<file path="src/source/decode_pkg.sv">
package decode_pkg;

    localparam int XLEN       = 64;                   // rv64 datapath
    localparam int ILEN       = 32;                   // base isa, no compressed
    localparam int REG_ADDR_W = 5;                    // x0..x31
    localparam int NUM_REGS   = 32;

    // major opcode field, inst[6:0]
    typedef enum logic [6:0] {
        lui       = 7'b0110111,
        auipc     = 7'b0010111,
        jal       = 7'b1101111,
        jalr      = 7'b1100111,
        branch    = 7'b1100011,
        load      = 7'b0000011,
        store     = 7'b0100011,
        op_imm    = 7'b0010011,
        op_imm_32 = 7'b0011011,                       // addiw and word shifts
        op        = 7'b0110011,
        op_32     = 7'b0111011,                       // word reg-reg incl. m ext
        system    = 7'b1110011
    } opcode_e;

    // operation class handed to execute, funct bits travel in inst_ex
    typedef enum logic [4:0] {
        op_illegal = 5'd0,                            // reset and bubble value
        op_lui,
        op_auipc,
        op_jal,
        op_jalr,
        op_branch,
        op_load,
        op_store,
        op_alu_i,
        op_alu_iw,
        op_alu_r,
        op_alu_rw,
        op_csrrw,
        op_csrrs,
        op_ecall,
        op_mret,
        op_ebreak
    } op_e;

    localparam logic [11:0] CSR_MSTATUS = 12'h300;
    localparam logic [11:0] CSR_MTVEC   = 12'h305;
    localparam logic [11:0] CSR_MEPC    = 12'h341;
    localparam logic [11:0] CSR_MCAUSE  = 12'h342;

    localparam logic [31:0] ECALL_WORD  = 32'h0000_0073;
    localparam logic [31:0] MRET_WORD   = 32'h3020_0073;
    localparam logic [31:0] EBREAK_WORD = 32'h0010_0073;

endpackage
</file>
<file path="src/source/load_interlock.sv">
`timescale 1ns/1ps

module load_interlock (
    input  logic                       id_valid,
    input  logic [decode_pkg::ILEN-1:0] id_inst,
    input  logic                       uses_rs2,
    input  logic                       ex_valid,
    input  logic [decode_pkg::ILEN-1:0] ex_inst,
    output logic                       block
);

    logic [decode_pkg::REG_ADDR_W-1:0] ex_rd;
    logic                              ex_loading;
    logic                              rs1_hit;
    logic                              rs2_hit;

    assign ex_rd      = ex_inst[11:7];
    assign ex_loading = (decode_pkg::opcode_e'(ex_inst[6:0]) == decode_pkg::load);

    // x0 compared like any other register, harmless extra stall
    assign rs1_hit = (ex_rd == id_inst[19:15]);
    assign rs2_hit = (ex_rd == id_inst[24:20]) && uses_rs2;

    // load data not ready until after execute, hold decode one cycle
    assign block = id_valid && ex_valid && ex_loading && (rs1_hit || rs2_hit);

endmodule

</file>
<file path="config.mk">
export PLATFORM = sky130hd
export DESIGN_NAME = load_interlock
export DESIGN_NICKNAME = d
export VERILOG_FILES = /design/src/source/decode_pkg.sv /design/src/source/load_interlock.sv
export SDC_FILE = /design/constraint.sdc
export NUM_CORES = 1
export LEC_CHECK = 0
export BUFFER_PORTS_ARGS = -buffer_cell sky130_fd_sc_hd__buf_2
export CAP_MARGIN = 10
export CORE_AREA = 5 5 42 44
export DETAILED_ROUTE_END_ITERATION = 16
export DIE_AREA = 0 0 47 49
export PLACE_DENSITY_LB_ADDON = 0.2
export SYNTH_ARGS = -nofsm -noshare
export SYNTH_HDL_FRONTEND = slang
export SYNTH_SLANG_ARGS = --single-unit
</file>
<file path="constraint.sdc">
create_clock -name vclk -period 1.4
set_clock_uncertainty 0.1 [all_clocks]
set_input_delay 0.21 -clock vclk [all_inputs]
set_output_delay 0.21 -clock vclk [all_outputs]
set_load 0.01 [all_outputs]
</file>
==> reports/qor.json <==
{
  "outcome": {"value": "complete, but fails checks"},
  "failing_checks": {"value": "negative setup slack"},
  "holdBufCountCts": {"value": 0},
  "worst_ep_required_time": {"value": 1.09, "unit": "ns"},
  "synth-warning-count": {"value": 0},
  "start_util": {"value": 9.73, "unit": "%"},
  "firstDrtPassIters": {"value": 1},
  "setup_viol": {"value": 1},
  "largest_net_degree_at_the_start_of_global_routing": {"value": 3},
  "tns": {"value": -0.0226, "unit": "ns"},
  "synth_largest_type_area_fraction": {"value": 45.0, "unit": "%"},
  "die_height": {"value": 49, "unit": "um"},
  "ff_latch_area": {"value": 0, "unit": "sq um"},
  "nets": {"value": 114},
  "min-delay-path-class": {"value": "in -> out"},
  "slew_headroom": {"value": 83.1, "unit": "%"},
  "antennaDiodeCount": {"value": 0},
  "pin_count": {"value": 68},
  "vias": {"value": 226},
  "syn-instance-count": {"value": 18},
  "drt-vias-per-instance": {"value": 3.70},
  "synthTopCellsByCount": {"value": "xor2_1, xnor2_1, nand3_1"},
  "drive_above_1_share": {"value": 64.4, "unit": "%"},
  "power.ir.vdd_worst": {"value": 0.0703, "unit": "mV"},
  "drc": {"value": 0},
  "n_fill_cell": {"value": 175},
  "fmax": {"value": 703, "unit": "MHz"},
  "dieWidth": {"value": 47, "unit": "um"},
  "hold_violations": {"value": 0},
  "post_layout_minimum_cycle_time": {"value": 1.42, "unit": "ns"},
  "area_growth_syn_to_layout": {"value": 141, "unit": "%"},
  "yosys.cell_count.top_type": {"value": "xor2_1"},
  "fp.coreArea": {"value": 0.00140, "unit": "sq mm"},
  "port_buffers": {"value": 26},
  "maxCapViolations": {"value": 0},
  "timing.hold.ws": {"value": 0.654, "unit": "ns"},
  "std_cell_rows": {"value": 14},
  "post_synth.cell_area_avg": {"value": 7.58, "unit": "sq um"},
  "total_track_usage": {"value": 4.35, "unit": "%"},
  "overflow": {"value": 0},
  "worst_ep_arrival_time": {"value": 1.11, "unit": "ns"},
  "nFlopsAndLatches": {"value": 0},
  "cp-end-kind": {"value": "output port"},
  "tightestPinTransition": {"value": 0.249, "unit": "ns"},
  "placed_area": {"value": 294, "unit": "sq um"},
  "crit_type": {"value": "in -> out"},
  "die_area": {"value": 0.00230, "unit": "sq mm"},
  "drt.antenna.violating_nets": {"value": 0},
  "powerDensity": {"value": 243, "unit": "mW/mm^2"},
  "wl": {"value": 575, "unit": "um"},
  "crit_path_start_kind": {"value": "primary input"},
  "pre_cts_ws": {"value": -0.114, "unit": "ns"},
  "multiInputGateArea": {"value": 146, "unit": "sq um"},
  "mappedNetlistArea": {"value": 136, "unit": "sq um"},
  "first_global_vias": {"value": 226},
  "yosysSeqAreaShare": {"value": 0, "unit": "%"},
  "synth_top_area_cell": {"value": "xor2_1"},
  "synth_nets": {"value": 85},
  "final_max_slew_viol_count": {"value": 0},
  "routabilityCongestion": {"value": 0.624},
  "post-route-worst-setup-slack": {"value": -0.0226, "unit": "ns"},
  "worst-path-max-fanout": {"value": 1},
  "final.clkbuf_count": {"value": 0},
  "grt_setup_unrepaired": {"value": "true"},
  "yosys-top-cells-area": {"value": "xor2_1, xnor2_1, nand3_1"},
  "power.static_leakage": {"value": 0.158, "unit": "nW"},
  "mean_routed_wirelength_per_cell": {"value": 9.43, "unit": "um"},
  "antenna_found_initial": {"value": 0},
  "first_iter_violations": {"value": 0},
  "cts.repair_timing.setup_buffer_count": {"value": 0},
  "grt_pass1_wl": {"value": 807, "unit": "um"},
  "postLayoutCellArea": {"value": 329, "unit": "sq um"},
  "dp.final_hpwl": {"value": 498, "unit": "um"},
  "timing.final.crit_share": {"value": 102, "unit": "%"},
  "synth.distinct_cells": {"value": 9}
}
[cell usage in the layout, fill, tap and decap left out, drive strengths merged]
cell type  instances
nor4               1
xnor2              3
buf               27
nor3b              1
a21oi              1
nand3              2
nor4b              1
xor2               7
nor3               1
nand4              1
[critical path, stage by stage]
cell     delay (ns)
buf_2          0.11
xor2_1         0.15
nor3_1         0.24
nand3_1        0.12
a21oi_2        0.14
buf_2          0.14
[kinds of logic after synthesis]
group,after synthesis,synth area share (%)
and+or+nand+nor,7,32.1
xor gates and xnor gates,10,64.2
AOI/OAI and AO/OA,1,3.67
[through the flow]
step | utilization (%) | total power [mW] | std cells
6_report | 23.5 | 0.0799 | 61
5_1_grt | 23.5 | 0.0876 | 61
2_1_floorplan | - | 0.0250 | 18
3_3_place_gp | 21.0 | 0.0696 | 61
4_1_cts | 22.8 | 0.0768 | 61
3_5_place_dp | 21.0 | 0.0696 | 61
[layer usage]
metal,vias up,global-route usage [%],wire length (um)
met5,-,0,0
met4,0,0,0
met3,0,1.11,140
met2,25,6.11,180
met1,82,6.96,253
li1,119,-,-
[repair_timing]
item	CTS	global route
gates resized for setup	4	2
pin swaps	5	0
endpoints found under the setup margin	1	1
cloned	0	0
[final timing paths]
kind	cells after the start	slack, ns	startpoint	endpoint
max	6	-0.02	id_inst[16]	block
min	4	0.65	ex_inst[0]	block
[power by group]
part | leakage, nW | internal, mW | switching (mW) | total [mW]
Clock | 0 | 0 | 0 | 0
Combinational | 0.158 | 0.0507 | 0.0293 | 0.0799
Sequential | 0 | 0 | 0 | 0
Total | 0.158 | 0.0507 | 0.0293 | 0.0799
[layout make-up]
type	count	area share, %
Timing Repair Buffer	27	49.4
Multi-Input combinational cell	18	44.5
Tap cell	16	6.08
Power figures use the tool's default switching activity.
