$ cat config.mk
export PLATFORM = sky130hd
export DESIGN_NAME = decode_reg
export DESIGN_NICKNAME = d
export VERILOG_FILES = /design/src/source/decode_pkg.sv /design/src/source/decode_reg.sv
export SDC_FILE = /design/constraint.sdc
export NUM_CORES = 1
export LEC_CHECK = 0
export BUFFER_PORTS_ARGS = -buffer_cell sky130_fd_sc_hd__buf_4
export CORE_MARGIN = 1
export CORE_UTILIZATION = 25
export DETAILED_ROUTE_END_ITERATION = 6
export GPL_ROUTABILITY_DRIVEN = 0
export HOLD_SLACK_MARGIN = 0.08
export PLACE_DENSITY = 0.52
export SLEW_MARGIN = 20
export SYNTH_ARGS = -nofsm -noshare
export SYNTH_HDL_FRONTEND = slang
export SYNTH_SLANG_ARGS = --single-unit
$ cat constraint.sdc
create_clock -name clk -period 2.2 [get_ports clk]
set_input_delay 0.11 -clock clk [delete_from_list [all_inputs] [get_ports clk]]
set_output_delay 0.11 -clock clk [all_outputs]
set_load 0.005 [all_outputs]
$ cat src/source/decode_pkg.sv
package decode_pkg;

    localparam int XLEN       = 64;                   // rv64 datapath
    localparam int ILEN       = 32;                   // base isa, no compressed
    localparam int REG_ADDR_W = 5;                    // x0..x31
    localparam int NUM_REGS   = 32;

    // major opcode field, inst[6:0]
    typedef enum logic [6:0] {
        lui       = 7'b0110111,
        auipc     = 7'b0010111,
        jal       = 7'b1101111,
        jalr      = 7'b1100111,
        branch    = 7'b1100011,
        load      = 7'b0000011,
        store     = 7'b0100011,
        op_imm    = 7'b0010011,
        op_imm_32 = 7'b0011011,                       // addiw and word shifts
        op        = 7'b0110011,
        op_32     = 7'b0111011,                       // word reg-reg incl. m ext
        system    = 7'b1110011
    } opcode_e;

    // operation class handed to execute, funct bits travel in inst_ex
    typedef enum logic [4:0] {
        op_illegal = 5'd0,                            // reset and bubble value
        op_lui,
        op_auipc,
        op_jal,
        op_jalr,
        op_branch,
        op_load,
        op_store,
        op_alu_i,
        op_alu_iw,
        op_alu_r,
        op_alu_rw,
        op_csrrw,
        op_csrrs,
        op_ecall,
        op_mret,
        op_ebreak
    } op_e;

    localparam logic [11:0] CSR_MSTATUS = 12'h300;
    localparam logic [11:0] CSR_MTVEC   = 12'h305;
    localparam logic [11:0] CSR_MEPC    = 12'h341;
    localparam logic [11:0] CSR_MCAUSE  = 12'h342;

    localparam logic [31:0] ECALL_WORD  = 32'h0000_0073;
    localparam logic [31:0] MRET_WORD   = 32'h3020_0073;
    localparam logic [31:0] EBREAK_WORD = 32'h0010_0073;

endpackage
$ cat src/source/decode_reg.sv
`timescale 1ns/1ps

module decode_reg (
    input  logic                       clk,
    input  logic                       rst,
    input  logic                       flush,
    input  logic                       advance,
    input  logic                       buf_empty,
    input  logic                       in_valid,
    input  logic [decode_pkg::XLEN-1:0] in_pc,
    input  logic [decode_pkg::ILEN-1:0] in_inst,
    input  logic [decode_pkg::XLEN-1:0] head_pc,
    input  logic [decode_pkg::ILEN-1:0] head_inst,
    output logic                       id_valid,
    output logic [decode_pkg::XLEN-1:0] id_pc,
    output logic [decode_pkg::ILEN-1:0] id_inst
);

    logic                        next_valid;
    logic [decode_pkg::XLEN-1:0] next_pc;
    logic [decode_pkg::ILEN-1:0] next_inst;

    always_comb begin
        if (!buf_empty) begin
            next_valid = 1'b1;                        // buffer head is always valid
            next_pc    = head_pc;
            next_inst  = head_inst;
        end else if (in_valid) begin
            next_valid = 1'b1;                        // bypass around empty buffer
            next_pc    = in_pc;
            next_inst  = in_inst;
        end else begin
            next_valid = 1'b0;                        // bubble, keep payload zero
            next_pc    = '0;
            next_inst  = '0;
        end
    end

    always_ff @(posedge clk) begin
        if (rst || flush) begin
            id_valid <= 1'b0;
            id_pc    <= '0;
            id_inst  <= '0;
        end else if (advance) begin                   // hold on stall or block
            id_valid <= next_valid;
            id_pc    <= next_pc;
            id_inst  <= next_inst;
        end
    end

endmodule

==> flow_summary.ini, run 1 <==
[status]
status = finished, final reports clean

[critical_path]
cp-endpoint = id_pc[31]
reg2reg_depth = 3
critPathLaunch = buf_empty
end_kind = register
start_kind = input port
cp.required_ns = 2.49
crit_fanout = 89
rr_startpoint = id_pc[0]
rr_endpoint = id_pc[0]
reg2reg_slack_ns = 0.87
crit_type = in2reg
cp.arrival_ns = 1.86

[synthesis]
syn_inst = 550
synth_fp_nets = 748
synth_xor_area_frac = 0
synth_cell_types = 12
synth.ff_latch_count = 97
muxShareOfSynthArea = 0
synthTopCellsByArea = dfxtp_1 41%, nand2b_1 13%, a311oi_1 12%
yosys_warnings = 0
synthAdderAreaFrac = 0
synth-simple-area-share = 0.303
ys_seq_area_frac = 0.406
synth_top_family_by_area = simple AND/OR/NAND/NOR gates
synth.avg_cell_area_sq_um = 8.70
synth_top_area_share = 0.406
synth-compound-area-share = 0.217
synth_area_leader_cell = dfxtp_1
syn_area_sq_um = 4780

[placement]
io_buffers = 294
dp_hpwl_mm = 11.2

[die]
fp-row-count = 50
die_w_microns = 140
start_util = 0.256
die_area_sq_um = 19700
coreArea_sq_um = 18700
die_h_microns = 140
ios = 295

[sta]
max-slew-margin-rel = 0.598
setup-violations-final = 0
rsz0062_at_grt = false
fin_skew_ns = 0
finalSetupTns_ns = 0
period_minus_slack_ns = 1.57
final_max_slew_viol_count = 0
fmax_ghz = 0.639
max_slew.worst_pin.slew_ns = 0.603
period_share = 0.711
hold_violations = 0
holdWs_ns = 0.0992

[cts]
clkSinkCount = 97
insertion_delay_ns = 0.34
cts_root_buffer = clkbuf_16
htree_num_levels = 3
clkTransAtPathRegs_ns = 0.07
post_cts_buffers = 0
cts_tree = done
numCtsBuffers = 9
clockBufferDepth = 2

[pwr]
ir_drop_mv = 0.343
leakage_nw = 4.06
power.density_nw_per_um2 = 481

[detailed_routing]
drtIter0Drc = 222
via_per_inst = 4.61
dr.pass1.iters = 4
drc = 0
vias = 5657
wl_per_cell_microns = 14.7
totalWireLength_mm = 18.0
ant_nets = 0

[flow_run]
max_cap_viol_count = 0

[global_route]
grt_antenna_before_repair = 0
track_usage = 0.178
grt_pass1_wl_mm = 28.1
grt_max_degree = 90
grt_pass1_vias = 5650
grt_overflow = 0

[finish]
n_fill_cell = 1784
final_layout_size_suffix_gt1_frac = 0.351
final_common_cell = buf_4
syn2layout_area_growth_pct = 93.3
nNetsFinal = 1186
diodes = 0
layout_common_cells = 296 x buf_4, 189 x dlygate4sd3_1, 97 x nor2_1, 97 x dfxtp_1

[min_path]
min_path_type = in2reg
-- critical path, cell delays in order --
cell,delay (ns)
buf_4,0.36
buf_12,0.34
nand3_1,0.14
a311oi_2,0.25
dlygate4sd3_1,0.58
-- flip-flops by register name, summed over array words and instances, names as in the netlist --
signal / count
id_valid: 1
id_pc: 64
id_inst: 32
-- cells in the mapped netlist (all sizes together) --
library cell / number
nand3: 96
nor2: 97
inv: 1
clkbuf: 24
nand2b: 96
dfxtp: 97
or2: 1
a311oi: 97
buf: 41
-- layout make-up --
cell class              count  area [sq um]  area share
clock inverters             4          30.0     0.00325
repair buffers            492          4250       0.459
flip-flops and latches     97          1940       0.210
well taps                 234           293      0.0317
inverters                   1          3.75    0.000406
clock buffers              11           243      0.0262
multi-input cells         387          2490       0.269
-- report_power, final --
| part | internal [mW] | total [mW] | switching, mW |
|---|---|---|---|
| Clock | 0.793 | 1.51 | 0.719 |
| Sequential | 1.83 | 1.87 | 0.0397 |
| Combinational | 0.655 | 1.07 | 0.414 |
| Total | 3.28 | 4.45 | 1.17 |
-- per-layer routing --
metal,track usage,share of wire,up-vias
met4,0.0596,0.016,0
met2,0.310,0.49,182
li1,-,-,2863
met5,0,0,-
met3,0.0492,0.067,18
met1,0.209,0.43,2594
-- worst min path at each step --
stage / from / end / slack (ns) / cells after the start
6_report: in_pc[54] / id_pc[54] / 0.1 / 3
5_1_grt: in_pc[54] / id_pc[54] / 0.09 / 3
4_1_cts: in_pc[54] / id_pc[54] / 0.08 / 3
3_5_place_dp: head_inst[5] / id_inst[5] / 0.41 / 3
3_3_place_gp: head_pc[9] / id_pc[9] / 0.40 / 3
2_1_floorplan: head_pc[56] / id_pc[56] / 0.28 / 2
-- through the flow --
stage          area, sq um  std cells  setup slack (ns)  power (mW)  utilization
2_1_floorplan         4780        550              1.23        2.29            -
3_3_place_gp          7080       1022             0.873        2.74        0.379
3_5_place_dp          7080       1022             0.841        2.74        0.379
4_1_cts               9250       1226             0.700        4.52        0.494
5_1_grt               9250       1226             0.524        4.68        0.494
6_report              9250       1226             0.635        4.45        0.494
-- kinds of logic after synthesis --
group	after synthesis
and+or+nand+nor	290
DFF	97
AOI/OAI and AO/OA	97
buffers and inverters	66
-- timing repair --
action                                 in CTS  in global routing
resized for setup                           0                  0
endpoints found under the hold margin      95                  0
hold buffers                              189                  0
No activity file was read; power rests on OpenSTA's default activity.
==> run 2, diff against run 1 <==
--- a/config.mk
+++ b/config.mk
@@ -5,6 +5,7 @@
 export SDC_FILE = /design/constraint.sdc
 export NUM_CORES = 1
 export LEC_CHECK = 0
+export ABC_AREA = 1
 export BUFFER_PORTS_ARGS = -buffer_cell sky130_fd_sc_hd__buf_4
 export CORE_MARGIN = 1
 export CORE_UTILIZATION = 25
==> constraint.sdc (replaced) <==
create_clock -name clk -period 1.5 [get_ports clk]
set_input_delay 0.075 -clock clk [delete_from_list [all_inputs] [get_ports clk]]
set_output_delay 0.075 -clock clk [all_outputs]
set_load 0.005 [all_outputs]
==> run 2 against run 1 <==
Effect of this change:
- non-clock buffer count down 16
- die area up 2.6%
- largest cell class unchanged
- hold slack worse by 0.0067 ns
- global-route usage up 0.26 points
- total power up 56%
- setup slack worse by 0.46 ns
==> flow_summary.ini, run 2 <==
[status]
status = finished, final reports clean

[detailed_routing]
totalWireLength_mm = 18.5
drc = 0
vias = 6254
dr.pass1.iters = 4
drtIter0Drc = 209
via_per_inst = 4.10
ant_nets = 0
wl_per_cell_microns = 12.1

[min_path]
min_to = id_inst[11]
worstHoldStart = in_inst[11]
min_path_type = in2reg
hold_path_depth = 5

[pwr]
p_sw_mw = 1.71
p_int_mw = 5.25
seq_power_share = 0.393
ir_drop_mv = 0.562
leakage_nw = 5.02
switching_share = 0.246
power.density_nw_per_um2 = 743
clkPwrFrac = 0.367
combPwrFrac = 0.241

[cts]
htree_num_levels = 3
post_cts_buffers = 0
cts_tree = done
insertion_delay_ns = 0.34
numCtsBuffers = 9
cts_root_buffer = clkbuf_16
clockBufferDepth = 2
post_cts_resized = 0
clkSinkCount = 97
clkTransAtPathRegs_ns = 0.07

[finish]
syn2layout_area_growth_pct = 90.9
nNetsFinal = 1460
diodes = 0
final_layout_size_suffix_gt1_frac = 0.253
regMostFlops = id_pc
largest_reg_flops = 64
final_common_cell = buf_4
reg.largest.list = id_pc x64, id_inst x32, id_valid x1
layout_common_cells = 297 x buf_4, 289 x nor2_1, 192 x nand2_1

[synthesis]
synth.ff_latch_count = 97
synthTopCellsByArea = dfxtp_1 40%, nor2_1 22%, nand2_1 15%
syn_inst = 826
synth_area_leader_cell = dfxtp_1
ys_top_cells_by_count = 289 x nor2_1, 192 x nand2_1, 97 x dfxtp_1
ys_seq_area_frac = 0.395
ys_async_sr_fraction = 0
synth.avg_cell_area_sq_um = 5.95
yosys_warnings = 0
synth_cell_types = 15
synth_top_area_share = 0.395
syn_area_sq_um = 4910
synth-edff-count = 0
synth_fp_nets = 1024
synth.most_common_cell = nor2_1
synth-main-ff-cell = dfxtp_1

[sta]
fin_skew_ns = 0
finalSetupTns_ns = 0
final_max_slew_viol_count = 0
period_share = 0.883
hold_violations = 0
rsz0062_at_grt = false
max-slew-margin-rel = 0.744
fmax_ghz = 0.755
period_minus_slack_ns = 1.32
max_slew.worst_pin.slew_ns = 0.384
setup-violations-final = 0
worst_slack_ns = 0.175

[die]
fp-row-count = 50
ios = 295
start_util = 0.259
die_h_microns = 142
die_area_sq_um = 20200
die_w_microns = 142
coreArea_sq_um = 19000

[global_route]
track_usage = 0.180
grt_overflow = 0
grt_antenna_before_repair = 0
grt_pass1_vias = 5965
grt_max_degree = 75
grt_pass1_wl_mm = 29.0

[critical_path]
crit_type = in2reg
cp.required_ns = 1.74
path_delay_family = buffers and inverters
cp.arrival_ns = 1.56
worst-path-buf-inv = 3
reg2reg_depth = 2
max_stage_delay_ns = 0.56
rr_startpoint = id_pc[0]
crit_fanout = 1
end_kind = register
critical-path-slowest-cell = dlygate4sd3_1
path_cells = dlygate4sd3_1, buf_4, nand2_1, nand2_1, nor2_1, dlygate4sd3_1, nor2_1
start_kind = input port
rr_endpoint = id_pc[0]
reg2reg_slack_ns = 0.85

[placement]
io_buffers = 294
dp_hpwl_mm = 11.9
pre_cts_slack_ns = 0.451

[flow_run]
max_cap_viol_count = 0
## run 2: worst min-delay path, stage by stage
cell	delay, ns
buf_4	0.07
inv_1	0.03
nor2_1	0.09
nor2_1	0.05
nor2_1	0.07
## run 2: repair_timing
item,in CTS,in global routing
endpoints found under the hold margin,97,0
hold buffers,171,0
endpoints found under the setup margin,0,0
## run 2: layer usage
metal / global-route usage / routed length [microns] / vias to the layer above
met1: 0.209 / 7960 / 2724
li1: - / - / 3316
met4: 0.0589 / 300 / 0
met3: 0.0498 / 1380 / 17
met2: 0.319 / 8820 / 197
met5: 0 / 0 / -
## run 2: layout make-up
class	instances	area (sq um)
clock inverters	2	60.1
clock buffers	14	264
inverters	97	364
repair buffers	476	4100
well taps	260	325
fillers	2000	9580
flip-flops and latches	97	1940
multi-input cells	581	2320
## run 2: logic make-up after synthesis
kind of cell	synth area share
simple gates	0.371
compound gates	0.0999
flops	0.395
buf+inv	0.134
## run 2: power by group through the flow
stage	Clock, mW	Combinational, mW	Sequential, mW
floorplan	0	0.546	2.80
global placement	0	1.27	2.79
detailed placement	0	1.27	2.79
CTS	2.65	1.68	2.73
global route	2.74	1.85	2.75
finish	2.55	1.68	2.73
## run 2: metrics by stage
step / power [mW] / hold WS [ns] / utilization / cells / instance area, sq um
final: 6.96 / 0.0924 / 0.495 / 1527 / 9380
after global placement: 4.06 / 0.369 / 0.387 / 1340 / 7340
after floorplan: 3.34 / 0.247 / - / 826 / 4910
after detailed placement: 4.06 / 0.376 / 0.387 / 1340 / 7340
after CTS: 7.06 / 0.0803 / 0.495 / 1527 / 9380
after global routing: 7.33 / 0.106 / 0.495 / 1527 / 9380
## run 2: worst max-delay path by stage
stage	from	to	cells after the start	slack [ns]
floorplan	buf_empty	id_pc[17]	6	0.75
global placement	flush	id_inst[0]	5	0.46
detailed placement	flush	id_inst[14]	5	0.45
CTS	head_pc[1]	id_pc[1]	7	0.21
global route	head_pc[26]	id_pc[26]	7	0.1
finish	head_pc[26]	id_pc[26]	7	0.18
==> run 3, diff against run 2 <==
--- a/config.mk
+++ b/config.mk
@@ -12,7 +12,7 @@
 export DETAILED_ROUTE_END_ITERATION = 6
 export GPL_ROUTABILITY_DRIVEN = 0
 export HOLD_SLACK_MARGIN = 0.08
-export PLACE_DENSITY = 0.52
+export PLACE_DENSITY = 0.62
 export SLEW_MARGIN = 20
 export SYNTH_ARGS = -nofsm -noshare
 export SYNTH_HDL_FRONTEND = slang
==> run 3 against run 2 <==
Effect of this change:
- total power is 0.15% higher
- clock skew stayed put
- register-to-register slack worse by 0.05 ns
- design area is 0.64% higher
- combinational power hardly changed
- clock power hardly changed
- setup slack worse by 0.070 ns
- non-clock buffer count is 6 higher
- maximum frequency is 5.0% lower
- via count is 2.0% higher
- global-route usage is 0.35 points higher
- hold slack worse by 0.0066 ns
- critical path type unchanged
==> flow_summary.ini, run 3 (synthesis gave the netlist of run 2 again) <==
[status]
status = finished, final reports clean

[cts]
numCtsBuffers = 9
htree_num_levels = 3
post_cts_resized = 0
cts_root_buffer = clkbuf_16
cts_tree = done
insertion_delay_ns = 0.34
clkTransAtPathRegs_ns = 0.07
clkSinkCount = 97
clockBufferDepth = 2

[sta]
period_share = 0.930
setup-violations-final = 0
period_minus_slack_ns = 1.39
worst_slack_ns = 0.106
fmax_ghz = 0.717
max_slew.worst_pin.slew_ns = 0.459
fin_skew_ns = 0
finalSetupTns_ns = 0
final_max_slew_viol_count = 0
max-slew-margin-rel = 0.694
hold_violations = 0
rsz0062_at_grt = false

[detailed_routing]
totalWireLength_mm = 18.6
vias = 6381
ant_nets = 0
drtIter0Drc = 191
dr.pass1.iters = 4
drc = 0
wl_per_cell_microns = 12.1
via_per_inst = 4.16

[global_route]
track_usage = 0.184
grt_antenna_before_repair = 0
grt_pass1_wl_mm = 29.5
grt_overflow = 0
grt_max_degree = 110
grt_pass1_vias = 6334

[placement]
placedCellCount = 1336
pre_cts_slack_ns = 0.415
io_buffers = 294
dp_hpwl_mm = 11.2
dpl_cell_area_sq_um = 7300

[critical_path]
cp-endpoint = id_pc[10]
worst-path-buf-inv = 3
reg2reg_slack_ns = 0.80
path_delay_family = buffers and inverters
crit_fanout = 1
max_stage_delay_ns = 0.57
cp.arrival_ns = 1.62
rr_endpoint = id_pc[43]
end_kind = register
crit_type = in2reg
cp.required_ns = 1.73
reg2reg_depth = 2
critical-path-slowest-cell = dlygate4sd3_1
path_cells = dlygate4sd3_1, buf_4, nand2_1, nand2_1, nor2_1, dlygate4sd3_1, nor2_1
rr_startpoint = id_pc[43]
cp.depth = 7
critPathLaunch = head_pc[10]
start_kind = input port

[finish]
layout_common_cells = 294 x buf_4, 289 x nor2_1, 192 x nand2_1
post-route-cell-area_sq_um = 9440
diodes = 0
largest_reg_flops = 64
final_common_cell = buf_4
syn2layout_area_growth_pct = 92.1
nNetsFinal = 1466
stdcell_count = 1533
regMostFlops = id_pc
reg.largest.list = id_pc x64, id_inst x32, id_valid x1
final_layout_size_suffix_gt1_frac = 0.251

[min_path]
min_path_type = in2reg
hold_path_depth = 5

[die]
start_util = 0.259
die_h_microns = 142
die_w_microns = 142
die_area_sq_um = 20200
ios = 295
coreArea_sq_um = 19000
fp-row-count = 50

[pwr]
leakage_nw = 5.06
ir_drop_mv = 0.484
power.density_nw_per_um2 = 739
total_power_mw = 6.97

[flow_run]
max_cap_viol_count = 0
run 3: layout make-up:
cell class	count	area, sq um
timing repair buffer	482	4160
tap	260	325
clock inverter	6	87.6
multi-input combinational	581	2320
clock buffer	10	239
inverter	97	364
fill	1891	9520
sequential	97	1940
run 3: what timing repair did:
| item | in CTS | in global routing |
|---|---|---|
| hold buffers | 181 | 0 |
| setup endpoints to repair | 0 | 0 |
| hold endpoints to repair | 97 | 0 |
| setup buffers | 0 | 0 |
run 3: worst min path at each step:
stage	start	endpoint	slack (ns)
floorplan	in_valid	id_valid	0.25
global placement	head_inst[19]	id_inst[19]	0.37
detailed placement	head_inst[21]	id_inst[21]	0.37
CTS	in_pc[26]	id_pc[26]	0.08
global route	in_pc[6]	id_pc[6]	0.1
finish	in_pc[26]	id_pc[26]	0.09
run 3: power by group:
group	internal [mW]	leakage, nW	switching (mW)	total [mW]
clock network	1.51	0.163	1.03	2.55
logic	1.02	4.10	0.666	1.69
registers	2.68	0.793	0.0534	2.74
total	5.22	5.06	1.75	6.97
run 3: layer usage:
metal,global-route usage,share of wire,up-vias
met4,0.0685,0.026,0
met1,0.190,0.40,2808
met5,0,0,-
met3,0.0629,0.079,29
met2,0.341,0.50,216
li1,-,-,3328
run 3: through the flow:
step / util / hold slack, ns
global route: 0.498 / 0.0972
detailed placement: 0.385 / 0.372
global placement: 0.385 / 0.366
CTS: 0.498 / 0.0803
floorplan: - / 0.247
finish: 0.498 / 0.0858
run 3: worst min-delay path: cells and delay by family:
kind / cells / cell delay, ns
buffers and inverters: 2 / 0.11
AND/OR/NAND/NOR: 3 / 0.20
