File: config.mk
export PLATFORM = sky130hd
export DESIGN_NAME = inst_decoder
export DESIGN_NICKNAME = d
export VERILOG_FILES = /design/src/source/decode_pkg.sv /design/src/source/inst_decoder.sv
export SDC_FILE = /design/constraint.sdc
export NUM_CORES = 1
export LEC_CHECK = 0
export ABC_AREA = 1
export BUFFER_PORTS_ARGS = -buffer_cell sky130_fd_sc_hd__buf_4
export CAP_MARGIN = 20
export CELL_PAD_IN_SITES_DETAIL_PLACEMENT = 0
export CELL_PAD_IN_SITES_GLOBAL_PLACEMENT = 1
export CORE_MARGIN = 2
export CORE_UTILIZATION = 31
export DETAILED_ROUTE_END_ITERATION = 7
export GPL_ROUTABILITY_DRIVEN = 0
export PLACE_DENSITY = 0.94
export SYNTH_ARGS = -nofsm -noshare
export SYNTH_HDL_FRONTEND = slang
export SYNTH_SLANG_ARGS = --single-unit
File: constraint.sdc
create_clock -name vclk -period 2.27
set_input_delay 0.1135 -clock vclk [all_inputs]
set_output_delay 0.1135 -clock vclk [all_outputs]
set_load 0.03 [all_outputs]
File: src/source/decode_pkg.sv
package decode_pkg;

    localparam int XLEN       = 64;                   // rv64 datapath
    localparam int ILEN       = 32;                   // base isa, no compressed
    localparam int REG_ADDR_W = 5;                    // x0..x31
    localparam int NUM_REGS   = 32;

    // major opcode field, inst[6:0]
    typedef enum logic [6:0] {
        lui       = 7'b0110111,
        auipc     = 7'b0010111,
        jal       = 7'b1101111,
        jalr      = 7'b1100111,
        branch    = 7'b1100011,
        load      = 7'b0000011,
        store     = 7'b0100011,
        op_imm    = 7'b0010011,
        op_imm_32 = 7'b0011011,                       // addiw and word shifts
        op        = 7'b0110011,
        op_32     = 7'b0111011,                       // word reg-reg incl. m ext
        system    = 7'b1110011
    } opcode_e;

    // operation class handed to execute, funct bits travel in inst_ex
    typedef enum logic [4:0] {
        op_illegal = 5'd0,                            // reset and bubble value
        op_lui,
        op_auipc,
        op_jal,
        op_jalr,
        op_branch,
        op_load,
        op_store,
        op_alu_i,
        op_alu_iw,
        op_alu_r,
        op_alu_rw,
        op_csrrw,
        op_csrrs,
        op_ecall,
        op_mret,
        op_ebreak
    } op_e;

    localparam logic [11:0] CSR_MSTATUS = 12'h300;
    localparam logic [11:0] CSR_MTVEC   = 12'h305;
    localparam logic [11:0] CSR_MEPC    = 12'h341;
    localparam logic [11:0] CSR_MCAUSE  = 12'h342;

    localparam logic [31:0] ECALL_WORD  = 32'h0000_0073;
    localparam logic [31:0] MRET_WORD   = 32'h3020_0073;
    localparam logic [31:0] EBREAK_WORD = 32'h0010_0073;

endpackage
File: src/source/inst_decoder.sv
`timescale 1ns/1ps

module inst_decoder (
    input  logic                              id_valid,
    input  logic [decode_pkg::ILEN-1:0]       id_inst,
    output decode_pkg::op_e                   op,
    output logic [decode_pkg::REG_ADDR_W-1:0] rs1,
    output logic [decode_pkg::REG_ADDR_W-1:0] rs2,
    output logic                              uses_rs2
);

    logic [decode_pkg::ILEN-1:0] inst;
    decode_pkg::opcode_e         opcode;
    logic [2:0]                  funct3;
    logic [6:0]                  funct7;

    assign inst   = id_valid ? id_inst : '0;          // empty register decodes as zero
    assign opcode = decode_pkg::opcode_e'(inst[6:0]);
    assign funct3 = inst[14:12];
    assign funct7 = inst[31:25];
    assign rs1    = inst[19:15];
    assign rs2    = inst[24:20];

    always_comb begin
        op = decode_pkg::op_illegal;                  // anything unlisted
        case (opcode)
            decode_pkg::lui:    op = decode_pkg::op_lui;
            decode_pkg::auipc:  op = decode_pkg::op_auipc;
            decode_pkg::jal:    op = decode_pkg::op_jal;
            decode_pkg::jalr:   if (funct3 == 3'b000) op = decode_pkg::op_jalr;
            decode_pkg::branch: if (funct3[2:1] != 2'b01) op = decode_pkg::op_branch;
            decode_pkg::load:   if (funct3 != 3'b111) op = decode_pkg::op_load;
            decode_pkg::store:  if (funct3[2] == 1'b0) op = decode_pkg::op_store;
            decode_pkg::op_imm: begin
                if (funct3 == 3'b001) begin           // slli, 6-bit shamt
                    if (funct7[6:1] == 6'b000000) op = decode_pkg::op_alu_i;
                end else if (funct3 == 3'b101) begin  // srli / srai
                    if (funct7[6:1] == 6'b000000 || funct7[6:1] == 6'b010000)
                        op = decode_pkg::op_alu_i;
                end else begin
                    op = decode_pkg::op_alu_i;
                end
            end
            decode_pkg::op_imm_32: begin
                if (funct3 == 3'b000) op = decode_pkg::op_alu_iw;      // addiw
                else if (funct3 == 3'b001 && funct7 == 7'b0000000) op = decode_pkg::op_alu_iw;
                else if (funct3 == 3'b101 && (funct7 == 7'b0000000 || funct7 == 7'b0100000))
                    op = decode_pkg::op_alu_iw;
            end
            decode_pkg::op: begin
                if (funct7 == 7'b0000000 || funct7 == 7'b0000001) op = decode_pkg::op_alu_r;
                else if (funct7 == 7'b0100000 && (funct3 == 3'b000 || funct3 == 3'b101))
                    op = decode_pkg::op_alu_r;        // sub, sra
            end
            decode_pkg::op_32: begin
                if (funct7 == 7'b0000000 && (funct3 == 3'b000 || funct3 == 3'b001 ||
                                             funct3 == 3'b101))
                    op = decode_pkg::op_alu_rw;
                else if (funct7 == 7'b0100000 && (funct3 == 3'b000 || funct3 == 3'b101))
                    op = decode_pkg::op_alu_rw;       // subw, sraw
                else if (funct7 == 7'b0000001 && funct3 != 3'b001 && funct3 != 3'b010 &&
                         funct3 != 3'b011)
                    op = decode_pkg::op_alu_rw;       // m ext word ops
            end
            decode_pkg::system: begin
                if (inst == decode_pkg::ECALL_WORD) op = decode_pkg::op_ecall;
                else if (inst == decode_pkg::MRET_WORD) op = decode_pkg::op_mret;
                else if (inst == decode_pkg::EBREAK_WORD) op = decode_pkg::op_ebreak;
                else if (funct3 == 3'b001) op = decode_pkg::op_csrrw;
                else if (funct3 == 3'b010) op = decode_pkg::op_csrrs;
            end
            default: op = decode_pkg::op_illegal;
        endcase
    end

    // classes whose rs2 field is a real source
    assign uses_rs2 = (op == decode_pkg::op_branch) || (op == decode_pkg::op_store) ||
                      (op == decode_pkg::op_alu_r)  || (op == decode_pkg::op_alu_rw);

endmodule

==> results of run 1 <==
[area by class of cell]
| type | instances | share of cell area, % |
|---|---|---|
| Inverter | 35 | 9.554 |
| Multi-Input combinational cell | 187 | 59.69 |
| Timing Repair Buffer | 49 | 26.75 |
| Tap cell | 44 | 4.004 |
[kinds of logic after synthesis]
| family | synth area share, % |
|---|---|
| buf+inv | 17.17 |
| simple gates | 78.28 |
| compound gates | 4.545 |
[through the flow]
stage	worst slack [ns]	instance area, sq um	std cells	hold slack [ns]	utilization, %
4_1_cts	0.3753	1375	315	0.5514	45.04
5_1_grt	0.1215	1375	315	0.5760	45.04
3_5_place_dp	0.3831	1375	315	0.5495	45.04
6_report	0.3948	1375	315	0.5489	45.04
3_3_place_gp	0.3678	1375	315	0.5499	45.04
2_1_floorplan	0.4222	991.0	227	0.3874	-
[cell usage in the layout (no fill, tap or decap)]
cell type	instances
sky130_fd_sc_hd__o21ai_1	1
sky130_fd_sc_hd__or2_2	1
sky130_fd_sc_hd__nand2_1	84
sky130_fd_sc_hd__a21boi_1	1
sky130_fd_sc_hd__a21oi_1	2
sky130_fd_sc_hd__o211ai_1	1
sky130_fd_sc_hd__nand3b_1	1
sky130_fd_sc_hd__inv_2	2
sky130_fd_sc_hd__buf_4	49
sky130_fd_sc_hd__o21ai_0	3
sky130_fd_sc_hd__nor2_1	52
sky130_fd_sc_hd__nand3_4	1
sky130_fd_sc_hd__nand3_2	3
sky130_fd_sc_hd__nor2_4	1
sky130_fd_sc_hd__nor4_1	1
sky130_fd_sc_hd__nor3_2	1
sky130_fd_sc_hd__nand3_1	26
sky130_fd_sc_hd__inv_1	33
sky130_fd_sc_hd__nand4_1	3
sky130_fd_sc_hd__nand2_2	1
sky130_fd_sc_hd__nor3_1	3
sky130_fd_sc_hd__nor2_2	1
[worst max-delay path by stage]
| stage | startpoint | end | slack, ns | cells past startpoint |
|---|---|---|---|---|
| after floorplan | id_valid | uses_rs2 | 0.42 | 14 |
| after global placement | id_valid | uses_rs2 | 0.37 | 12 |
| after detailed placement | id_valid | uses_rs2 | 0.38 | 12 |
| after CTS | id_valid | uses_rs2 | 0.38 | 12 |
| after global routing | id_valid | uses_rs2 | 0.12 | 15 |
| final | id_valid | uses_rs2 | 0.39 | 15 |
[layer usage]
layer	routed length (um)	vias to the layer above
met5	0	-
met4	19	0
met3	126	2
met2	1392	34
met1	1350	586
li1	-	790
[power by group through the flow]
stage | registers [mW] | clock network (mW) | logic (mW)
after floorplan | 0 | 0 | 0.117
after global placement | 0 | 0 | 0.198
final | 0 | 0 | 0.197
after CTS | 0 | 0 | 0.198
after detailed placement | 0 | 0 | 0.197
after global routing | 0 | 0 | 0.223
==> run summary, run 1 <==
The worst endpoint data arrival time is 1.76 ns. The via count normalized by instance count is 4.483. The commonest cells after synthesis are sky130_fd_sc_hd__nand2_1 (84), sky130_fd_sc_hd__nor2_1 (52), sky130_fd_sc_hd__inv_1 (33).

In this run the power density over the cells is 143.2 mW/mm^2. For this design, the slowest cell found on the critical path is sky130_fd_sc_hd__buf_4. The peak supply drop is 0.06089 mV. The final routed wirelength across all metal layers is 2888 um. For this run, the total global-route usage over all layers was measured as 16.47%. The multi-input logic area came out at 820.8 sq um. The number of core rows came out at 20. The critical-path maximum fanout is 38.

The classification of the worst-slack hold path is input pin to output pin. The count of port buffers added during placement came out at 49. In this run the static leakage power is 0.8580 nW. The final sequential cell count is 0.

STA classifies the critical path endpoint as an output pin. The initial core utilization came out at 32.46%. The cell accounting for the most synthesized area is sky130_fd_sc_hd__nand2_1.

The switching power share of the total is 59.36%. Measured against its own limit, the worst slew margin works out to 76.83%. Walking the worst path, the cells encountered are buf_4, nand2_1, nand2_1, nand2_1, nand2_1, inv_1, nand2_1, nand3_1, nand2_1, nand3_1, nor2_1, nor2_1, nor2_1, nor2_1, buf_4.

Across all layers, the routed design uses 1412 vias. The number of maximum-capacitance constraint violations came out at 0. The combinational share of power is 100.0%. The count of pins on the block boundary is 49. The mapped netlist covers 991.0 sq um. The core region is 0.003053 sq mm.

The maximum achievable frequency came out at 533.3 MHz. On the critical path the largest part of the delay comes from simple AND/OR/NAND/NOR gates. The global routing stage identified its most utilized layer as met2. Yosys attributes the largest share of cell area to sky130_fd_sc_hd__nand2_1 (32%), sky130_fd_sc_hd__nor2_1 (20%), sky130_fd_sc_hd__nand3_1 (13%), sky130_fd_sc_hd__inv_1 (13%), sky130_fd_sc_hd__nand3_2 (3.0%).

The total number of nets in the final design is 306. At the worst endpoint, the required time is 2.16 ns. Compared with the post-synthesis result, the final layout area differs by 38.76%. The area enclosed by the die boundary is 0.003665 sq mm. The post-route fraction of the period consumed by the critical path came out at 82.61%. The switching power came out at 116.8 uW. sky130_fd_sc_hd__nand2_1 is the most common cell in the netlist.

The half-perimeter wire length of the detailed placement result came out at 2465 um. The portion of synthesized cell area occupied by the leading cell type is 31.82%. The post-cts gate resize count came out at 0. The via count of the first global-routing pass was 1237. The flow ran to the end, and the final reports show no timing, DRC or antenna violations. The number of iterations in the first detailed-routing pass is 4. The average wire length per cell after detail routing is 9.168 um. The destination of the worst hold path is rs1[2].

The pin count of the biggest net entering global routing is 39. By instance count, the cell type seen most on the critical path is sky130_fd_sc_hd__nand2_1. Summing all flip-flop and latch instances after layout gives 0 sq um. Setup repair after global routing left no endpoint under its margin. The count of final max-slew check failures came out at 0. The first-pass GRT wire length came out at 4912 um.

The portion of total power attributed to the clock network came out at 0%. On the worst path, the slowest cell contributes a delay of 0.31 ns. The residual antenna-violating net count after detailed routing came out at 0. The number of antenna diodes is 0.

The worst hold path cell count came out at 4. The critical path in this run is classified as input pin to output pin. Setup violations remaining at the end of the flow were counted as 0. The die is 60.54 um wide. The hold buffer count at cts came out at 0. The proportion of power drawn by flip-flops and latches is 0%. The aggregate negative setup slack came out at 0 ns. The count of distinct cell types in the synthesized netlist is 25.

The met3 usage in global routing is 0.2132%. The clock buffer instance count of the final layout came out at 0. The leftover overflow at the end of global routing is 0. The share of final-layout standard cells stronger than drive strength 1 is 22.14%. A synthesized cell averages 4.365 sq um. After synthesis, flip-flops and latches occupy 0% of the total area. The count of yosys warnings during synthesis came out at 0. The number of hold-slack violations in the final timing report came to 0. The worst setup path is launched from an input pin. The initial antenna violation count is 0. The DRC violation count after routing came out at 0.

When the netlist entered floorplanning its net count stood at 260. For this run, global-route usage on met1 was measured as 21.30%. The number of post-CTS setup repair buffers came out at 0.

The hold path startpoint is id_inst[17]. The cell count after synthesis is 227. Subtracting the final worst setup slack from the clock period gives 1.875 ns.

The filler cell count came out at 364. The met2 usage in global routing is 31.99%. The internal power of the cells came out at 80.00 uW. Together, buffers and inverters on the worst path number 3. The overall power of the completed layout is 196.8 uW.

The y dimension of the die came out at 60.54 um. The slew at the pin closest to its max-slew limit came out at 0.3475 ns. The number of DRC violations after detailed-routing iteration 0 came out at 35.
(Power assumes the default switching activity.)
==> run 2, diff against run 1 <==
Settings changed: CORE_UTILIZATION 31 to 29, PLACE_DENSITY 0.94 to 0.89.
Clock period 2.27 ns to 1.8 ns, I/O delays scaled along.
==> run summary, run 2 (same netlist as run 1, synthesis figures left out) <==
The floorplan core area was 0.003311 sq mm (+8.4%). From synthesis to final layout, the design area changed by 51.39%. The count of endpoints failing setup in the final report came out at 0 (unchanged). The average wire length per cell after detail routing is 9.497 um (+3.6%).

The die span in x came out at 62.46 um (+3.2%). The number of maximum-capacitance constraint violations is 0 (unchanged). The half-perimeter wire length of the detailed placement result is 2655 um (+7.7%).

The aggregate global-route resource usage came out at 15.36% (-1.1 points). The start point of the critical path is id_valid. The area taken by flip-flops and latches is 0 sq um (unchanged). The DRC violation count after routing came out at 0 (unchanged).

The via count normalized by instance count came to 4.445 (-0.83%). The count of final max-slew check failures was 0 (unchanged). The number of iterations in the first detailed-routing pass was 4 (unchanged). The clock buffer instance count of the final layout is 0 (unchanged).

The y dimension of the die is 62.46 um (+3.2%). The detailed-route via count is 1467 (+3.9%). The peak supply drop came out at 0.08882 mV (+46%). The aggregate negative setup slack came out at 0 ns (unchanged). The cell total after placement is 327 (+3.8%).

The count of pins on the block boundary came to 49 (unchanged). The final routed wirelength across all metal layers is 3134 um (+8.5%). The worst hold path begins at id_inst[17]. The via count of the first global-routing pass came out at 1276 (+3.2%). The worst slack at placement came out at 0.01445 ns (-0.3687 ns). Counting I/O delays and the setup requirement, the final critical path takes 1.603 ns. The share of final-layout standard cells stronger than drive strength 1 is 27.46% (+5.3 points).

The worst endpoint required time came out at 1.71 ns (-0.45 ns). The post-layout instance count excluding filler cells came to 330 (+4.8%). The number of core rows came out at 21 (+5.0%).

The power per cell area came to 181.1 mW/mm^2 (+27%). The static power due to leakage is 0.9230 nW (+7.6%). The overall power of the completed layout came out at 271.8 uW (+38%). The count of port buffers added during placement is 49 (unchanged). The worst setup slack after layout came out at 0.1972 ns (-0.1976 ns). The area enclosed by the die boundary came to 0.003901 sq mm (+6.4%).

The number of antenna diodes came out at 0 (unchanged). The initial core utilization came out at 29.93% (-2.5 points). The path class of the tightest hold or removal check is input pin to output pin. The headroom to the max-slew limit was 79.22% (+2.4 points). The sort of element at the start of the critical path is an input pin.

The residual antenna-violating net count after detailed routing is 0 (unchanged). Setup repair after global routing left no endpoint under its margin. The worst endpoint data arrival time is 1.51 ns (-0.25 ns).

The slew at the pin closest to its max-slew limit is 0.3094 ns (-0.03812 ns). The final sequential cell count is 0 (unchanged). The critical path endpoint category is an output pin. The utilization after layout came out at 45.31% (+0.27 points). The maximum achievable frequency came out at 623.9 MHz.

The critical-path maximum fanout is 32 (-16%). The number of DRC violations after detailed-routing iteration 0 came out at 56 (+60%). The total number of nets in the final design was 319 (+4.2%). The pin count of the biggest net entering global routing came out at 33 (-15%).

The critical path in this run is classified as input pin to output pin. The first-pass GRT wire length came out at 5202 um (+5.9%). The number of hold-slack violations in the final timing report was 0 (unchanged). The hold buffer count at cts is 0 (unchanged). The most common cell after layout, fill and taps aside is sky130_fd_sc_hd__nand2_1. The flow ran to the end, and the final reports show no timing, DRC or antenna violations. The leftover overflow at the end of global routing is 0 (unchanged). Dividing the final minimum period by the clock period gives 89.05%.

The top cell types in the final layout, fill and taps aside, are sky130_fd_sc_hd__nand2_1 (84), sky130_fd_sc_hd__buf_4 (61), sky130_fd_sc_hd__nor2_1 (47). The initial antenna violation count is 0 (unchanged).
==> run 2: cell count changes in the layout (fill, tap and decap cells not counted), sizes merged <==
cell / before / now
buf: 49 / 62
==> run 2: stage by stage <==
stage / area [sq um] / hold WS (ns)
final: 1500 / 0.5046
after detailed placement: 1455 / 0.5029
after CTS: 1455 / 0.5050
after global placement: 1455 / 0.5046
after global routing: 1500 / 0.5284
after floorplan: 993.5 / 0.3404
==> run 2: critical path, cell delays in order <==
cell                      delay (ns)
sky130_fd_sc_hd__buf_12         0.15
sky130_fd_sc_hd__buf_4          0.15
sky130_fd_sc_hd__nand2_1        0.04
sky130_fd_sc_hd__nor3_1         0.25
sky130_fd_sc_hd__inv_1          0.10
sky130_fd_sc_hd__nor2_1         0.11
sky130_fd_sc_hd__nand3_1        0.10
sky130_fd_sc_hd__nand2_1        0.07
sky130_fd_sc_hd__inv_1          0.04
sky130_fd_sc_hd__nand3_2        0.08
sky130_fd_sc_hd__nand2_1        0.06
sky130_fd_sc_hd__nand2_1        0.07
sky130_fd_sc_hd__nor2_2         0.03
sky130_fd_sc_hd__buf_4          0.16
==> run 2: area by class of cell <==
| type | instances | area [sq um] |
|---|---|---|
| fill | 397 | 1810 |
| inverter | 35 | 131.4 |
| tap | 46 | 57.56 |
| multi-input combinational | 187 | 833.3 |
| timing repair buffer | 62 | 478.0 |
==> run 2: timing repair <==
item | 4_1_cts | 5_1_grt
setup buffers | 0 | 3
setup endpoints to repair | 0 | 3
gates resized for setup | 0 | 7
hold endpoints to repair | 0 | 0
==> run 2: report_power, final <==
group,internal (mW),switching (mW)
combinational,0.118,0.154
sequential,0,0
clock,0,0
==> run 2: path summary, 6_finish.rpt <==
path                   end  slack, ns  cells past startpoint
setup / recovery  uses_rs2       0.20                     14
hold / removal      rs1[2]       0.50                      4
==> run 2: per-layer routing <==
layer / up-vias / wire (um) / GRT usage [%]
li1: 815 / - / -
met1: 607 / 1434 / 19.96
met2: 43 / 1530 / 29.03
met3: 2 / 147 / 0.7207
met4: 0 / 22 / 1.111
met5: - / 0 / 0
==> run 3, diff against run 2 <==
--- a/config.mk
+++ b/config.mk
@@ -16,2 +16,3 @@
 export GPL_ROUTABILITY_DRIVEN = 0
+export MAX_ROUTING_LAYER = met4
 export PLACE_DENSITY = 0.89
==> constraint.sdc (replaced) <==
create_clock -name vclk -period 1.8
set_input_delay 0.18 -clock vclk [all_inputs]
set_output_delay 0.18 -clock vclk [all_outputs]
set_load 0.03 [all_outputs]
==> run summary, run 3 (same netlist as run 1, synthesis figures left out) <==
The flow ran to the end, and the final reports show no timing, DRC or antenna violations. The post-route fraction of the period consumed by the critical path came out at 95.60% (+6.6 points). The area enclosed by the die boundary was 0.003901 sq mm (unchanged). The area taken by flip-flops and latches came out at 0 sq um (unchanged). The via count normalized by instance count came out at 4.529 (+1.9%). The classification of the worst-slack hold path is input pin to output pin. The pin count of the biggest net entering global routing is 26 (-21%). The most common cell after layout, fill and taps aside is sky130_fd_sc_hd__buf_4. The worst hold path begins at id_inst[22]. The initial antenna violation count came out at 0 (unchanged). Leaving out fill and tap cells, the most frequent cells in the layout are sky130_fd_sc_hd__buf_4 (85), sky130_fd_sc_hd__nand2_1 (65), sky130_fd_sc_hd__nor2_1 (34).

The area growth from synthesis to layout is 100.0%. The count of port buffers added during placement came out at 49 (unchanged). The count of pins on the block boundary came out at 49 (unchanged). The number of DRC violations after detailed-routing iteration 0 came out at 28 (-50%). The cell total after placement came out at 355 (+8.6%). The number of core rows was 21 (unchanged). The via count of the first global-routing pass is 1457 (+14%). The post-layout instance count excluding filler cells is 361 (+9.4%). The aggregate global-route resource usage is 17.15% (+1.8 points). The post-route standard cell area excluding fillers came out at 0.001982 sq mm (+32%). The worst endpoint data arrival time is 1.54 ns (+0.03 ns). The overall power of the completed layout is 371.7 uW (+37%). The sort of element at the start of the critical path is an input pin. The hold buffer count at cts came to 0 (unchanged). The worst hold path cell count came out at 4 (unchanged). The residual antenna-violating net count after detailed routing is 0 (unchanged).

The power per cell area was 187.6 mW/mm^2 (+3.5%). The number of maximum-capacitance constraint violations came out at 0 (unchanged). Setup repair after global routing could not meet its margin everywhere.

The initial core utilization came to 29.93% (unchanged). The number of iterations in the first detailed-routing pass came out at 4 (unchanged). The first-pass GRT wire length came out at 5664 um (+8.9%). The destination of the worst hold path is rs2[2]. The total number of nets in the final design is 350 (+9.7%).

The number of antenna diodes came out at 0 (unchanged). The portion of total power attributed to the clock network came to 0% (unchanged). The static power due to leakage is 1.145 nW (+24%). The standard cell area after detailed placement came out at 0.001673 sq mm (+15%). STA classifies the critical path endpoint as an output pin.

The peak supply drop came out at 0.09348 mV (+5.3%). The switching power was 191.6 uW (+24%). The final-layout worst hold slack came to 0.7027 ns (+0.1981 ns). The worst endpoint required time is 1.62 ns (-0.09 ns).

The final routed wirelength across all metal layers is 3651 um (+16%). The count of endpoints failing setup in the final report is 0 (unchanged). The maximum achievable frequency came out at 581.1 MHz (-6.9%). The critical-path maximum fanout came out at 6 (-81%). The internal power of the cells is 180.1 uW (+53%). The slew at the pin closest to its max-slew limit came out at 0.2356 ns (-0.07380 ns). The count of final max-slew check failures came out at 0 (unchanged).

The number of hold-slack violations in the final timing report is 0 (unchanged). The final sequential cell count is 0 (unchanged). The proportion of power drawn by flip-flops and latches was 0% (unchanged). The filler cell count is 339 (-15%). The DRC violation count after routing was 0 (unchanged). The floorplan core area came out at 0.003311 sq mm (unchanged). The share of final-layout standard cells stronger than drive strength 1 came out at 47.94% (+20 points). The combinational share of power is 100.0% (about the same). The clock buffer instance count of the final layout is 0 (unchanged). The half-perimeter wire length of the detailed placement result was 2804 um (+5.6%). The y dimension of the die came out at 62.46 um (unchanged). The average wire length per cell after detail routing is 10.11 um (+6.5%). The headroom to the max-slew limit is 84.15% (+4.9 points). The category of the most critical setup path is input pin to output pin. The die span in x is 62.46 um (unchanged).

The time the worst path needs with I/O delays and setup came out at 1.721 ns (+0.1179 ns). The detailed-route via count came out at 1635 (+11%). The switching power share of the total was 51.54% (-5.1 points). The leftover overflow at the end of global routing came out at 0 (unchanged).
==> run 3: changes by cell type in the layout (fill, tap and decap cells not counted), sizes merged <==
cell / delta
clkbuf: +2
buf: +29
==> run 3: area by class of cell <==
class / count / area [sq um] / area share, %
Multi-Input combinational cell: 187 / 1012 / 51.07
Inverter: 35 / 131.4 / 6.629
Timing Repair Buffer: 93 / 780.7 / 39.39
Tap cell: 46 / 57.56 / 2.904
==> run 3: power by group through the flow <==
stage | logic [mW] | registers (mW) | clock network, mW
floorplan | 0.149 | 0 | 0
global placement | 0.303 | 0 | 0
detailed placement | 0.305 | 0 | 0
CTS | 0.320 | 0 | 0
global route | 0.405 | 0 | 0
finish | 0.372 | 0 | 0
==> run 3: worst max-delay path: stages <==
cell	delay (ns)
sky130_fd_sc_hd__clkbuf_16	0.14
sky130_fd_sc_hd__nand2_4	0.07
sky130_fd_sc_hd__nand2_4	0.06
sky130_fd_sc_hd__buf_4	0.15
sky130_fd_sc_hd__nor2_4	0.10
sky130_fd_sc_hd__nand2_2	0.05
sky130_fd_sc_hd__nor2_2	0.10
sky130_fd_sc_hd__nand2_1	0.09
sky130_fd_sc_hd__nand2_1	0.08
sky130_fd_sc_hd__nor2_2	0.04
sky130_fd_sc_hd__nor2_2	0.14
sky130_fd_sc_hd__nor2_2	0.06
sky130_fd_sc_hd__nor2_2	0.12
sky130_fd_sc_hd__nor2_4	0.05
sky130_fd_sc_hd__buf_6	0.13
==> run 3: what timing repair did <==
| action | 4_1_cts | 5_1_grt |
|---|---|---|
| endpoints found under the setup margin | 4 | 5 |
| resized for setup | 19 | 50 |
| setup buffers | 1 | 3 |
| cloned | 0 | 2 |
| pin swaps | 7 | 20 |
==> run 3: worst max-delay path by stage <==
stage | from | depth (start not counted) | to | slack (ns)
finish | id_valid | 15 | uses_rs2 | 0.08
global route | id_valid | 15 | uses_rs2 | -0.05
CTS | id_valid | 13 | uses_rs2 | 0.0007
detailed placement | id_valid | 15 | uses_rs2 | -0.17
global placement | id_valid | 14 | uses_rs2 | -0.16
floorplan | id_valid | 13 | uses_rs2 | 0.006
==> run 3: per-stage QoR <==
| step | TNS (ns) | worst slack [ns] | util, % |
|---|---|---|---|
| 4_1_cts | 0 | 0.0006528 | 52.65 |
| 2_1_floorplan | 0 | 0.005851 | - |
| 3_5_place_dp | -0.2731 | -0.1672 | 50.53 |
| 3_3_place_gp | -0.2621 | -0.1602 | 50.53 |
| 6_report | 0 | 0.07925 | 59.86 |
| 5_1_grt | -0.04868 | -0.04868 | 59.86 |
==> run 3: per-layer routing <==
| metal | share of wire [%] | up-vias | track usage (%) |
|---|---|---|---|
| met2 | 53 | 38 | 33.74 |
| met3 | 3.4 | 4 | 0.3604 |
| met4 | 1.0 | 0 | 1.944 |
| met5 | 0 | - | - |
| li1 | - | 882 | - |
| met1 | 43 | 711 | 19.85 |
